**src/hw/ifm_consts.svh**
```systemverilog
`ifndef IFM_CONSTS_SVH
`define IFM_CONSTS_SVH

// Channel bits per sparsemap word
`define IFM_MAP_W 8

// Sparsemap words held for one chunk
`define IFM_MAP_DEPTH 8

// Packed value entries, sized for a fully dense chunk
`define IFM_MEM_SIZE 64

// Activation value width
`define IFM_DATA_W 16

// Consumer slots granted after reset
`define IFM_CREDITS 4

`endif

```
**src/hw/ifm_pkg.sv**
```systemverilog
`include "ifm_consts.svh"

package ifm_pkg;

	typedef logic [`IFM_MAP_W-1:0]             map_word_t;
	typedef logic [$clog2(`IFM_MAP_W)-1:0]     map_pos_t;
	typedef logic [$clog2(`IFM_MAP_W):0]       pos_count_t;
	typedef logic [$clog2(`IFM_MAP_DEPTH)-1:0] word_idx_t;
	typedef logic [$clog2(`IFM_MEM_SIZE):0]    mem_addr_t;

	// Channel index is {word index, bit position}
	typedef logic [$clog2(`IFM_MAP_DEPTH)+$clog2(`IFM_MAP_W)-1:0] chan_idx_t;

	typedef logic [`IFM_DATA_W-1:0]            data_t;
	typedef logic [$clog2(`IFM_CREDITS+1)-1:0] credit_t;

	typedef enum logic [1:0] {
		SCAN_IDLE,
		SCAN_FETCH,
		SCAN_EMIT,
		SCAN_DONE
	} scan_state_e;

endpackage

```
**src/hw/ifm_chunk_top.sv**
```systemverilog
`timescale 1ns/1ns
`include "ifm_consts.svh"

module ifm_chunk_top import ifm_pkg::*; (
	 input  logic      clk_i
	,input  logic      rst_i

	,input  logic      sm_wr_en_i
	,input  word_idx_t sm_wr_addr_i
	,input  map_word_t sm_wr_data_i

	,input  logic      nz_wr_en_i
	,input  mem_addr_t nz_wr_addr_i
	,input  data_t     nz_wr_data_i

	,input  logic      start_i
	,input  word_idx_t word_count_i
	,input  logic      credit_i

	,output logic      out_valid_o
	,output chan_idx_t out_index_o
	,output data_t     out_data_o

	,output logic      done_o
	,output logic      busy_o
);

	map_word_t  map_word_w;
	map_pos_t   match_pos_w;
	logic       chunk_start_w;
	logic       word_end_w;
	logic       issue_w;
	chan_idx_t  chan_idx_w;
	pos_count_t below_w [`IFM_MAP_W];
	pos_count_t total_w;
	mem_addr_t  rd_addr_w;

	logic       out_valid_r;
	chan_idx_t  out_index_r;

	sparsemap_scan u_scan (
		 .clk_i         (clk_i)
		,.rst_i         (rst_i)
		,.sm_wr_en_i    (sm_wr_en_i)
		,.sm_wr_addr_i  (sm_wr_addr_i)
		,.sm_wr_data_i  (sm_wr_data_i)
		,.start_i       (start_i)
		,.word_count_i  (word_count_i)
		,.credit_i      (credit_i)
		,.map_word_o    (map_word_w)
		,.match_pos_o   (match_pos_w)
		,.chunk_start_o (chunk_start_w)
		,.word_end_o    (word_end_w)
		,.issue_o       (issue_w)
		,.chan_idx_o    (chan_idx_w)
		,.busy_o        (busy_o)
		,.done_o        (done_o)
	);

	prefix_sum u_prefix_sum (
		 .map_i   (map_word_w)
		,.below_o (below_w)
		,.total_o (total_w)
	);

	ifm_input_sel u_input_sel (
		 .clk_i         (clk_i)
		,.rst_i         (rst_i)
		,.chunk_start_i (chunk_start_w)
		,.word_end_i    (word_end_w)
		,.match_pos_i   (match_pos_w)
		,.below_i       (below_w)
		,.total_i       (total_w)
		,.rd_addr_o     (rd_addr_w)
	);

	ifm_data_mem u_data_mem (
		 .clk_i        (clk_i)
		,.nz_wr_en_i   (nz_wr_en_i)
		,.nz_wr_addr_i (nz_wr_addr_i)
		,.nz_wr_data_i (nz_wr_data_i)
		,.rd_en_i      (issue_w)
		,.rd_addr_i    (rd_addr_w)
		,.rd_data_o    (out_data_o)
	);

	//////////////////////////////////////////////////////////////////////
	// Align valid and index with the registered memory read
	//////////////////////////////////////////////////////////////////////

	always_ff @(posedge clk_i) begin
		if (rst_i) begin
			out_valid_r <= 1'b0;
		end else begin
			out_valid_r <= issue_w;
		end
	end

	always_ff @(posedge clk_i) begin
		if (issue_w) begin
			out_index_r <= chan_idx_w;
		end
	end

	assign out_valid_o = out_valid_r;
	assign out_index_o = out_index_r;

endmodule

```
**src/hw/ifm_data_mem.sv**
```systemverilog
`timescale 1ns/1ns
`include "ifm_consts.svh"

module ifm_data_mem import ifm_pkg::*; (
	 input  logic      clk_i

	,input  logic      nz_wr_en_i
	,input  mem_addr_t nz_wr_addr_i
	,input  data_t     nz_wr_data_i

	,input  logic      rd_en_i
	,input  mem_addr_t rd_addr_i
	,output data_t     rd_data_o
);

	localparam int ADDR_W = $clog2(`IFM_MEM_SIZE);

	data_t mem [`IFM_MEM_SIZE];

	// Addresses past the array are dropped on write
	always_ff @(posedge clk_i) begin
		if (nz_wr_en_i && !nz_wr_addr_i[ADDR_W]) begin
			mem[nz_wr_addr_i[ADDR_W-1:0]] <= nz_wr_data_i;
		end
	end

	// Registered read, zero beyond the array
	always_ff @(posedge clk_i) begin
		if (rd_en_i && rd_addr_i[ADDR_W]) begin
			rd_data_o <= '0;
		end else if (rd_en_i) begin
			rd_data_o <= mem[rd_addr_i[ADDR_W-1:0]];
		end
	end

endmodule

```
**src/hw/ifm_input_sel.sv**
```systemverilog
`timescale 1ns/1ns
`include "ifm_consts.svh"

module ifm_input_sel import ifm_pkg::*; (
	 input  logic       clk_i
	,input  logic       rst_i

	,input  logic       chunk_start_i
	,input  logic       word_end_i
	,input  map_pos_t   match_pos_i

	,input  pos_count_t below_i [`IFM_MAP_W]
	,input  pos_count_t total_i

	,output mem_addr_t  rd_addr_o
);

	// Packed address of the first nonzero of the current word
	mem_addr_t base_r;

	// Offset of the matched bit inside the current word
	pos_count_t offset_w;

	//////////////////////////////////////////////////////////////////////
	// Running base
	//////////////////////////////////////////////////////////////////////

	always_ff @(posedge clk_i) begin
		if (rst_i) begin
			base_r <= '0;
		end else if (chunk_start_i) begin
			base_r <= '0;
		end else if (word_end_i) begin
			// Skip past every nonzero of the word just finished
			base_r <= base_r + mem_addr_t'(total_i);
		end
	end

	//////////////////////////////////////////////////////////////////////
	// Read address
	//////////////////////////////////////////////////////////////////////

	assign offset_w = below_i[match_pos_i];

	assign rd_addr_o = base_r + mem_addr_t'(offset_w);

endmodule

```
**src/hw/prefix_sum.sv**
```systemverilog
`timescale 1ns/1ns
`include "ifm_consts.svh"

module prefix_sum import ifm_pkg::*; (
	 input  map_word_t  map_i
	,output pos_count_t below_o [`IFM_MAP_W]
	,output pos_count_t total_o
);

	//////////////////////////////////////////////////////////////////////
	// Exclusive running count over the word
	//////////////////////////////////////////////////////////////////////

	always_comb begin
		pos_count_t acc;
		acc = '0;
		for (int i = 0; i < `IFM_MAP_W; i++) begin
			// Ones strictly below position i
			below_o[i] = acc;
			acc = acc + pos_count_t'(map_i[i]);
		end
		// All ones in the word
		total_o = acc;
	end

endmodule

```
**src/hw/sparsemap_scan.sv**
```systemverilog
`timescale 1ns/1ns
`include "ifm_consts.svh"

module sparsemap_scan import ifm_pkg::*; (
	 input  logic      clk_i
	,input  logic      rst_i

	,input  logic      sm_wr_en_i
	,input  word_idx_t sm_wr_addr_i
	,input  map_word_t sm_wr_data_i

	,input  logic      start_i
	,input  word_idx_t word_count_i
	,input  logic      credit_i

	,output map_word_t map_word_o
	,output map_pos_t  match_pos_o
	,output logic      chunk_start_o
	,output logic      word_end_o
	,output logic      issue_o
	,output chan_idx_t chan_idx_o

	,output logic      busy_o
	,output logic      done_o
);

	map_word_t   sm_mem [`IFM_MAP_DEPTH];

	scan_state_e state_r;
	word_idx_t   word_idx_r;
	word_idx_t   last_idx_r;
	map_word_t   orig_word_r;
	// Bits of the current word not yet issued
	map_word_t   work_word_r;
	credit_t     credit_r;
	logic        done_r;

	map_pos_t    enc_pos_w;
	logic        emit_w;
	logic        empty_w;
	logic        last_bit_w;

	always_ff @(posedge clk_i) begin
		if (sm_wr_en_i) begin
			sm_mem[sm_wr_addr_i] <= sm_wr_data_i;
		end
	end

	//////////////////////////////////////////////////////////////////////
	// Chunk walker
	//////////////////////////////////////////////////////////////////////

	always_ff @(posedge clk_i) begin
		if (rst_i) begin
			state_r    <= SCAN_IDLE;
			word_idx_r <= '0;
			last_idx_r <= '0;
		end else begin
			case (state_r)
				SCAN_IDLE: begin
					if (start_i) begin
						word_idx_r <= '0;
						last_idx_r <= word_count_i;
						state_r    <= SCAN_FETCH;
					end
				end
				SCAN_FETCH: begin
					state_r <= SCAN_EMIT;
				end
				SCAN_EMIT: begin
					// Stays here while credits are exhausted
					if (word_end_o && (word_idx_r == last_idx_r)) begin
						state_r <= SCAN_DONE;
					end else if (word_end_o) begin
						word_idx_r <= word_idx_r + word_idx_t'(1);
						state_r    <= SCAN_FETCH;
					end
				end
				SCAN_DONE: begin
					state_r <= SCAN_IDLE;
				end
				default: begin
					state_r <= SCAN_IDLE;
				end
			endcase
		end
	end

	always_ff @(posedge clk_i) begin
		if (state_r == SCAN_FETCH) begin
			orig_word_r <= sm_mem[word_idx_r];
			work_word_r <= sm_mem[word_idx_r];
		end else if (issue_o) begin
			// Drop the lowest set bit
			work_word_r <= work_word_r & (work_word_r - map_word_t'(1));
		end
	end

	// Priority encoder, lowest set bit wins
	always_comb begin
		enc_pos_w = '0;
		for (int i = `IFM_MAP_W - 1; i >= 0; i--) begin
			if (work_word_r[i]) begin
				enc_pos_w = map_pos_t'(i);
			end
		end
	end

	//////////////////////////////////////////////////////////////////////
	// Credits and completion
	//////////////////////////////////////////////////////////////////////

	always_ff @(posedge clk_i) begin
		if (rst_i) begin
			credit_r <= credit_t'(`IFM_CREDITS);
		end else if (issue_o && !credit_i) begin
			credit_r <= credit_r - credit_t'(1);
		end else if (credit_i && !issue_o) begin
			credit_r <= credit_r + credit_t'(1);
		end
	end

	// One cycle behind SCAN_DONE, so it lands after the last beat
	always_ff @(posedge clk_i) begin
		if (rst_i) begin
			done_r <= 1'b0;
		end else begin
			done_r <= (state_r == SCAN_DONE);
		end
	end

	assign emit_w     = (state_r == SCAN_EMIT);
	assign empty_w    = (work_word_r == '0);
	assign last_bit_w = ((work_word_r & (work_word_r - map_word_t'(1))) == '0);

	assign issue_o       = emit_w && !empty_w && (credit_r != '0);
	assign word_end_o    = (emit_w && empty_w) || (issue_o && last_bit_w);
	assign chunk_start_o = (state_r == SCAN_IDLE) && start_i;

	assign map_word_o  = orig_word_r;
	assign match_pos_o = enc_pos_w;
	assign chan_idx_o  = {word_idx_r, enc_pos_w};

	assign busy_o = (state_r != SCAN_IDLE);
	assign done_o = done_r;

endmodule

```
**config.mk**
```make
export PLATFORM = sky130hd
export DESIGN_NAME = ifm_chunk_top
export DESIGN_NICKNAME = d
export VERILOG_FILES = /design/src/hw/ifm_pkg.sv /design/src/hw/ifm_chunk_top.sv /design/src/hw/ifm_data_mem.sv /design/src/hw/ifm_input_sel.sv /design/src/hw/prefix_sum.sv /design/src/hw/sparsemap_scan.sv
export VERILOG_INCLUDE_DIRS = /design/src /design/src/hw
export SDC_FILE = /design/constraint.sdc
export NUM_CORES = 1
export LEC_CHECK = 0
export ABC_AREA = 0
export BUFFER_PORTS_ARGS = -buffer_cell sky130_fd_sc_hd__buf_4
export CAP_MARGIN = 20
export CORE_MARGIN = 3
export CORE_UTILIZATION = 25
export CTS_BUF_LIST = sky130_fd_sc_hd__clkbuf_2
export DETAILED_ROUTE_END_ITERATION = 6
export MAX_ROUTING_LAYER = met4
export PLACE_DENSITY = 0.43
export SLEW_MARGIN = 20
export SYNTH_ARGS = -nofsm -noshare
export SYNTH_HDL_FRONTEND = slang
export SYNTH_SLANG_ARGS = --single-unit
```
**constraint.sdc**
```tcl
create_clock -name clk_i -period 11.4 [get_ports clk_i]
set_input_delay 0 -clock clk_i [delete_from_list [all_inputs] [get_ports clk_i]]
set_output_delay 0 -clock clk_i [all_outputs]
set_load 0.01 [all_outputs]
```
==> results of run 1 <==
[cells by family (layout without fill, tap and decap cells)]
family          after synthesis  in the layout
fa+ha+maj                    28             28
flops                      1149           1149
other cells                   0             13
mux                         323            323
buf+inv                     142            820
compound gates              173            173
simple gates                487            487
xor+xnor                     28             28
[what timing repair did]
action	CTS	global route
setup endpoints to repair	0	0
endpoints found under the hold margin	2199	0
gates resized for setup	0	0
hold buffers	147	0
[final cells by class]
class	count	area (µm²)	area share (%)
Clock inverter	76	410	0.770
Antenna cell	13	32.5	0.0611
Multi-Input combinational cell	1039	10600	19.9
Clock buffer	437	2190	4.11
Inverter	12	45.0	0.0846
Tap cell	2355	2950	5.53
Timing Repair Buffer	295	2950	5.54
Sequential cell	1149	34100	64.0
[registers in the layout, indices dropped and copies added, names as in the netlist, named ones only]
signal                cells
u_data_mem.mem         1024
u_scan.sm_mem            64
u_data_mem.rd_data_o     16
u_scan.map_word_o         8
u_scan.work_word_r        8
u_input_sel.base_r        7
out_index_o               6
u_scan.credit_r           3
u_scan.last_idx_r         3
u_scan.word_idx_r         3
u_scan.state_r            2
out_valid_o               1
u_scan.done_o             1
[synth_stat cells (all sizes together), types with 2 or more instances]
library cell	count
edfxtp	1110
mux4	257
nand2	222
nor2	112
clkbuf	77
mux2i	58
buf	53
a21oi	51
nand3	49
dfxtp	39
o21ai	27
ha	23
a31oi	22
nand4	18
a22oi	15
nor2b	15
nor4	15
xor2	14
xnor2	13
a211oi	12
a32oi	12
o22ai	12
inv	11
nor3	10
mux2	8
nand2b	8
or3b	8
a222oi	5
and2	5
and3	5
nand3b	5
fa	4
or2	4
or3	4
a21o	3
nand4b	3
o31ai	3
a221o	2
nor3b	2
o211ai	2
[through the flow]
stage                     std cells  utilization, %  power (W)
after floorplan                2330               -    0.00546
after global placement         4701            27.3    0.00592
after detailed placement       4702            27.3    0.00593
after CTS                      5362            29.8    0.00880
after global routing           5374            29.8    0.00907
final                          5376            29.8    0.00862
[power by group]
part / total (W) / internal, W / switching (W)
sequential: 0.00476 / 0.00468 / 0.0000831
combinational: 0.00109 / 0.000483 / 0.000602
clock: 0.00277 / 0.00111 / 0.00166
[metal layers]
layer  global-route usage [%]  share of wire (%)  wire length [µm]
met2                     23.0                 50             63800
met4                     4.54                2.4              3060
met3                     3.06                5.8              7490
met5                        -                  0                 0
met1                     17.7                 42             54300
[cells in the final DEF, fill, tap and decap left out, types with 15 or more instances in the layout]
| master | Yosys | routed |
|---|---|---|
| a21oi_1 | 51 | 51 |
| a22oi_1 | 15 | 15 |
| a31oi_1 | 22 | 22 |
| buf_16 | 0 | 16 |
| buf_4 | 1 | 142 |
| clkbuf_2 | 0 | 437 |
| clkinv_1 | 1 | 56 |
| dfxtp_1 | 39 | 38 |
| dlygate4sd3_1 | 0 | 129 |
| edfxtp_1 | 1110 | 1110 |
| ha_1 | 23 | 22 |
| mux2i_1 | 58 | 58 |
| mux4_2 | 257 | 257 |
| nand2_1 | 222 | 222 |
| nand3_1 | 49 | 49 |
| nand4_1 | 18 | 18 |
| nor2_1 | 111 | 94 |
| o21ai_0 | 21 | 21 |
[final timing paths]
kind	start	to	slack [ns]
max	u_scan.map_word_o[1]	u_data_mem.rd_data_o[5]	4.19
min	sm_wr_addr_i[1]	u_scan.sm_mem[2][2]	0.24
max reg2reg	u_scan.map_word_o[1]	u_data_mem.rd_data_o[5]	4.19
min reg2reg	u_scan.state_r[1]	u_scan.done_o	0.49
[worst reg2reg max path, stage by stage, from the launching register on]
cell and delay, ns:
edfxtp_1 0.45, fa_1 0.53, ha_1 0.22, ha_1 0.35, ha_1 0.33, ha_1 0.35, ha_1 0.28, and3_1 0.22
nand3_1 0.08, o2111ai_1 0.10, a211oi_1 0.29, xor2_1 0.18, o21ai_1 0.08, ha_1 0.50, xor2_4 0.16, buf_4 0.48
buf_4 0.90, mux2i_1 0.29, o22ai_1 0.13, nor4_1 0.37, a31oi_1 0.22, a22oi_1 0.53, nand3_1 0.12
==> metrics.md, run 1 <==
| Metric | Value |
|---|---|
| Outcome | `finished clean` |
| Syn_nets | `2400` |
| Pwr/cell area | `162 mW/mm²` |
| First-pass GRT wire length | `184 mm` |
| Dpl cell area | `0.0489 mm²` |
| Cell area after layout | `approximately 0.053 mm²` |
| Pre-antenna DRT Iters | `5` |
| Final period utilization | `a little over three fifths` |
| Data required, critical path | `12.86 ns` |
| Core area | `0.179 mm²` |
| Worst VDD drop | `0.0910 mV` |
| Clock sink total | `1149` |
| Post-synthesis sequential area ratio | `75.6%` |
| WP buf/inv | `2` |
| CP max stage delay | `approximately 0.85 ns` |
| Worst setup SP type | `flip-flop` |
| Hold Path Class | `input port to flip-flop` |
| Synth Area in Compound Gates | `2.47%` |
| Crit path DAT | `8.67 ns` |
| Pleak | `17.2 nW` |
| Die Span Y | `431 µm` |
| Number of enable flip-flop cells after synthesis | `1110` |
| WL final | `between 100 and 150 mm` |
| Gr usage total | `14.2%` |
| DP HPWL | `74.2 mm` |
| Hold Path Cell Cnt | `5` |
| Max Cap Viol | `0` |
| Reg2reg path depth | `22` |
| Slew headroom | `between 20% and 30%` |
| Post-Synth Simple-Gate Area | `approximately 5%` |
| Largest net degree at the start of global routing | `92` |
| Vias in the first global route | `25900` |
| Final WS setup | `4.19 ns` |
| Synth Cell Area | `about 0.045 mm²` |
| Wire per inst | `23.9 µm` |
| Number of remaining DRC errors | `0` |
| Initial Utilization | `25.2%` |
| GP Congestion | `around 0.76` |
| Adder-cell share of the synthesized area | `0.838%` |
| Row cnt | `155` |
| Routed Antenna Nets | `0` |
| Yosys cell types | `approximately 60` |
| Initial antenna violation count | `9` |
| RSZ-0062 raised after global routing | `no` |
| Pre-CTS WS | `4.06 ns` |
| Final setup fails | `0` |
| Maximum clock insertion buffer count | `4` |
| Num CTS Buffers | `310` |
| GRT Residual Overflow | `0` |
| Final Hold Fails | `0` |
| Synth Area per Inst | `19.4 µm²` |
| WP depth | `22` |
| Cell taking the most area after synthesis | `edfxtp_1` |
| Most frequent cell on the critical path | `ha_1` |
| Final Max Slew Viols | `0` |
| Post-synth top area share | `73.9%` |
| IO Count | `between 60 and 70` |
| Via/cell ratio | `4.57` |
| Port-buffer cells | `67` |
| Top delay family on crit path | `adder cells` |
| Synth Instances | `2330` |
| Die W | `approximately 430 µm` |
| Skew-Pair Late Insertion Delay | `1.65 ns` |
| DIE AREA | `roughly 0.19 mm²` |
| TNS Setup | `0 ns` |
| Crit end category | `flip-flop` |
| CP cell instances | `fa_1 -> ha_1 -> ha_1 -> ha_1 -> ha_1 -> ha_1 -> and3_1 -> nand3_1 -> o2111ai_1 -> a211oi_1 -> xor2_1 -> o21ai_1 -> ha_1 -> xor2_4 -> buf_4 -> buf_4 -> mux2i_1 -> o22ai_1 -> nor4_1 -> a31oi_1 -> a22oi_1 -> nand3_1` |
| Synthesized flop and latch total | `between 1000 and 1500` |
| Synth Area in XOR/XNOR | `less than 1%` |
| # H-tree levels | `5` |
| Min Hold Slack | `0.241 ns` |
| YS warnings | `0` |
| Share of layout cells above drive strength 1 | `31.2%` |
| Root Buffer Master | `clkbuf_2` |
| Period minus WS final | `7.21 ns` |
| Max frequency | `0.139 GHz` |
| P&R area growth vs syn | `18.1%` |
| CP max-delay cell | `buf_4` |
| Synth Flop Type | `edfxtp_1` |
| NumNets Final | `2877` |
| Clk slew on worst S/H paths | `~0.10 ns` |
| Mux contribution to synthesized area | `14.3%` |
| Crit Path Class | `flip-flop to flip-flop` |
| Fill cell count | `17700` |
| Async S/R FF share, synth | `0%` |
| CTS tree | `yes` |
| Largest family of logic cells by synthesized area | `multiplexers` |
| CP max FO | `61` |
| Post-CTS setup buffers | `0` |
| Starting DRT DRC Count | `2021` |
| Slew of the pin with the lowest slew margin | `1.08 ns` |
| Fin Clk Skew | `0.201 ns` |
| Synth area leaders | `edfxtp_1 74%, mux4_2 13%, nand2_1 1.8%` |
| Total number of vias | `24500` |
Note: power is estimated with default switching activity, not from simulation.
==> run 2: changes to the inputs <==
==> constraint.sdc (replaced) <==
create_clock -name clk_i -period 7.3 [get_ports clk_i]
set_input_delay 0 -clock clk_i [delete_from_list [all_inputs] [get_ports clk_i]]
set_output_delay 0 -clock clk_i [all_outputs]
set_load 0.01 [all_outputs]
==> run 2 against run 1 <==
Against the previous run:
- routed wire length grew 0.71%
- global-route usage up 0.11 points
- die area is the same
- setup slack got worse by 3.7 ns
- clock-buffer cell count grew 1
- clock power grew 61%
==> metrics.md, run 2 (same netlist as run 1, synthesis figures left out) <==
| Metric | Value |
|---|---|
| Routed Antenna Nets | `0 (unchanged)` |
| DIE AREA | `0.186 mm² (unchanged)` |
| CP max FO | `77 (was 61)` |
| Max FFs per register | `1024 (unchanged)` |
| R2R Path End | `u_data_mem.rd_data_o[12] (was u_data_mem.rd_data_o[5])` |
| NumNets Final | `2903 (was 2877)` |
| Period minus WS final | `6.82 ns (was 7.21 ns)` |
| Total number of vias | `24500 (about the same)` |
| Final setup fails | `0 (unchanged)` |
| Gr usage total | `14.3% (was 14.2%)` |
| Final Hold Fails | `0 (unchanged)` |
| Crit end category | `flip-flop (unchanged)` |
| Initial antenna violation count | `11 (was 9)` |
| Share of layout cells above drive strength 1 | `31.2% (about the same)` |
| Post-CTS setup buffers | `0 (unchanged)` |
| Slew of the pin with the lowest slew margin | `1.15 ns (was 1.08 ns)` |
| Data required, critical path | `8.92 ns (was 12.86 ns)` |
| Fill cell count | `17700 (about the same)` |
| CP cell instances | `fa_1 -> ha_1 -> ha_1 -> ha_1 -> ha_1 -> ha_1 -> mux4_2 -> nand2_1 -> o21ai_1 -> fa_4 -> buf_12 -> nand2_1 -> o22ai_1 -> nor4_1 -> a31oi_1 -> a22oi_1 -> nand3_1 (was fa_1 -> ha_1 -> ha_1 -> ha_1 -> ha_1 -> ha_1 -> and3_1 -> nand3_1 -> o2111ai_1 -> a211oi_1 -> xor2_1 -> o21ai_1 -> ha_1 -> xor2_4 -> buf_4 -> buf_4 -> mux2i_1 -> o22ai_1 -> nor4_1 -> a31oi_1 -> a22oi_1 -> nand3_1)` |
| Register area | `0.0341 mm² (unchanged)` |
| Most frequent cell on the critical path | `ha_1 (unchanged)` |
| Hold Path Cell Cnt | `6 (was 5)` |
| Cell area after layout | `0.0535 mm² (was 0.0533 mm²)` |
| Crit Path Class | `flip-flop to flip-flop (unchanged)` |
| Vias in the first global route | `26000 (was 25900)` |
| Commonest non-fill, non-tap cell in the layout | `edfxtp_1 (unchanged)` |
| Number of remaining DRC errors | `0 (unchanged)` |
| P&R area growth vs syn | `18.7% (was 18.1%)` |
| CP max-delay cell | `fa_4 (was buf_4)` |
| # H-tree levels | `5 (unchanged)` |
| Die Span Y | `431 µm (unchanged)` |
| Via/cell ratio | `4.54 (was 4.57)` |
| TNS Setup | `0 ns (unchanged)` |
| First-pass GRT wire length | `185 mm (was 184 mm)` |
| Pleak | `17.4 nW (was 17.2 nW)` |
| Maximum clock insertion buffer count | `4 (unchanged)` |
| RR Startpoint | `u_scan.map_word_o[0] (was u_scan.map_word_o[1])` |
| Core area | `0.179 mm² (unchanged)` |
| Outcome | `finished clean (unchanged)` |
| Num CTS Buffers | `315 (was 310)` |
| Area of the multi-input gates | `0.0105 mm² (was 0.0106 mm²)` |
| Worst VDD drop | `0.123 mV (was 0.0910 mV)` |
| Critical hold path startpoint | `nz_wr_addr_i[0] (was sm_wr_addr_i[1])` |
| Pre-antenna DRT Iters | `5 (unchanged)` |
| Pwr/cell area | `257 mW/mm² (was 162 mW/mm²)` |
| Clock sink total | `1149 (unchanged)` |
| Fin Clk Skew | `0.182 ns (was 0.201 ns)` |
| Max frequency | `0.147 GHz (was 0.139 GHz)` |
| Root Buffer Master | `clkbuf_2 (unchanged)` |
| Clk slew on worst S/H paths | `0.11 ns (was 0.10 ns)` |
| RSZ-0062 raised after global routing | `no (unchanged)` |
| Overall power | `0.0138 W (was 0.00862 W)` |
| Dpl cell area | `0.0490 mm² (was 0.0489 mm²)` |
| Reg2reg path depth | `17 (was 22)` |
| Port-buffer cells | `67 (unchanged)` |
| CP max stage delay | `0.88 ns (was 0.85 ns)` |
| Worst setup SP type | `flip-flop (unchanged)` |
| Largest net degree at the start of global routing | `78 (was 92)` |
| Hold Path Sink | `u_data_mem.mem[47][3] (was u_scan.sm_mem[2][2])` |
| Starting DRT DRC Count | `2108 (was 2021)` |
| R2R setup slack | `0.48 ns (was 4.19 ns)` |
| Most frequent cells in the layout | `1110 x edfxtp_1, 438 x clkbuf_2, 257 x mux4_2, 222 x nand2_1, 155 x buf_4 (was 1110 x edfxtp_1, 437 x clkbuf_2, 257 x mux4_2, 222 x nand2_1, 142 x buf_4)` |
| Skew-Pair Late Insertion Delay | `1.71 ns (was 1.65 ns)` |
| Final WS setup | `0.479 ns (was 4.19 ns)` |
| Post-CTS Hold Buffers | `150 (was 147)` |
| CTS tree | `yes (unchanged)` |
| IO Count | `68 (unchanged)` |
| Crit path DAT | `8.45 ns (was 8.67 ns)` |
| Die W | `431 µm (unchanged)` |
| Final Max Slew Viols | `0 (unchanged)` |
| Row cnt | `155 (unchanged)` |
| WL final | `130 mm (was 129 mm)` |
| GP Congestion | `0.851 (was 0.764)` |
| Initial Utilization | `25.2% (unchanged)` |
| GRT Residual Overflow | `0 (unchanged)` |
| Max Cap Viol | `0 (unchanged)` |
| Slew headroom | `23.1% (was 28.0%)` |
| Pre-CTS WS | `0.484 ns (was 4.06 ns)` |
| DP HPWL | `79.5 mm (was 74.2 mm)` |
| CTS resizes | `0 (unchanged)` |
| Hold Path Class | `input port to flip-flop (unchanged)` |
| Final period utilization | `93.4% (was 63.2%)` |
| Wire per inst | `24.0 µm (was 23.9 µm)` |
-- run 2: how the worst max path moves through the flow --
stage	startpoint	endpoint	slack (ns)	depth (start not counted)
after global placement	u_scan.map_word_o[1]	u_data_mem.rd_data_o[12]	0.55	17
after detailed placement	u_scan.map_word_o[1]	u_data_mem.rd_data_o[12]	0.48	17
after floorplan	u_scan.map_word_o[1]	u_data_mem.rd_data_o[3]	1.79	16
final	u_scan.map_word_o[0]	u_data_mem.rd_data_o[12]	0.48	17
after global routing	u_scan.map_word_o[1]	u_data_mem.rd_data_o[9]	0.30	17
after CTS	u_scan.map_word_o[1]	u_data_mem.rd_data_o[12]	0.54	17
-- run 2: critical path, delay by kind of cell, from the launching register on --
kind,cells,cell delay (ns)
adders and majority gates,7,2.99
AOI/OAI and AO/OA,4,1.38
and+or+nand+nor,4,0.88
DFF,1,0.49
muxes,1,0.47
buffers and inverters,1,0.39
-- run 2: layer usage --
| layer | track usage (%) | up-vias | wire, µm |
|---|---|---|---|
| li1 | - | 10600 | - |
| met1 | 17.1 | 12900 | 53200 |
| met2 | 24.1 | 732 | 66900 |
| met3 | 3.27 | 210 | 6840 |
| met4 | 4.06 | 0 | 2680 |
| met5 | - | - | 0 |
-- run 2: layout make-up --
type                       count  share of cell area (%)
clock inverter                79                   0.916
tap                         2355                    5.50
clock buffer                 438                    4.09
multi-input combinational   1039                    19.7
timing repair buffer         316                    5.91
antenna                       14                  0.0654
sequential                  1149                    63.7
inverter                      12                  0.0841
-- run 2: per-stage QoR --
step | cells | util, % | hold WS [ns]
2_1_floorplan | 2330 | - | 0.0691
3_3_place_gp | 4721 | 27.4 | 0.229
3_5_place_dp | 4721 | 27.4 | 0.236
4_1_cts | 5388 | 29.9 | 0.00405
5_1_grt | 5401 | 29.9 | 0.0633
6_report | 5402 | 29.9 | 0.338
-- run 2: where the power goes --
group / switching (W) / total, W / internal, W
clock: 0.00262 / 0.00447 / 0.00185
sequential: 0.000140 / 0.00745 / 0.00731
combinational: 0.00105 / 0.00184 / 0.000784
total: 0.00382 / 0.0138 / 0.00994
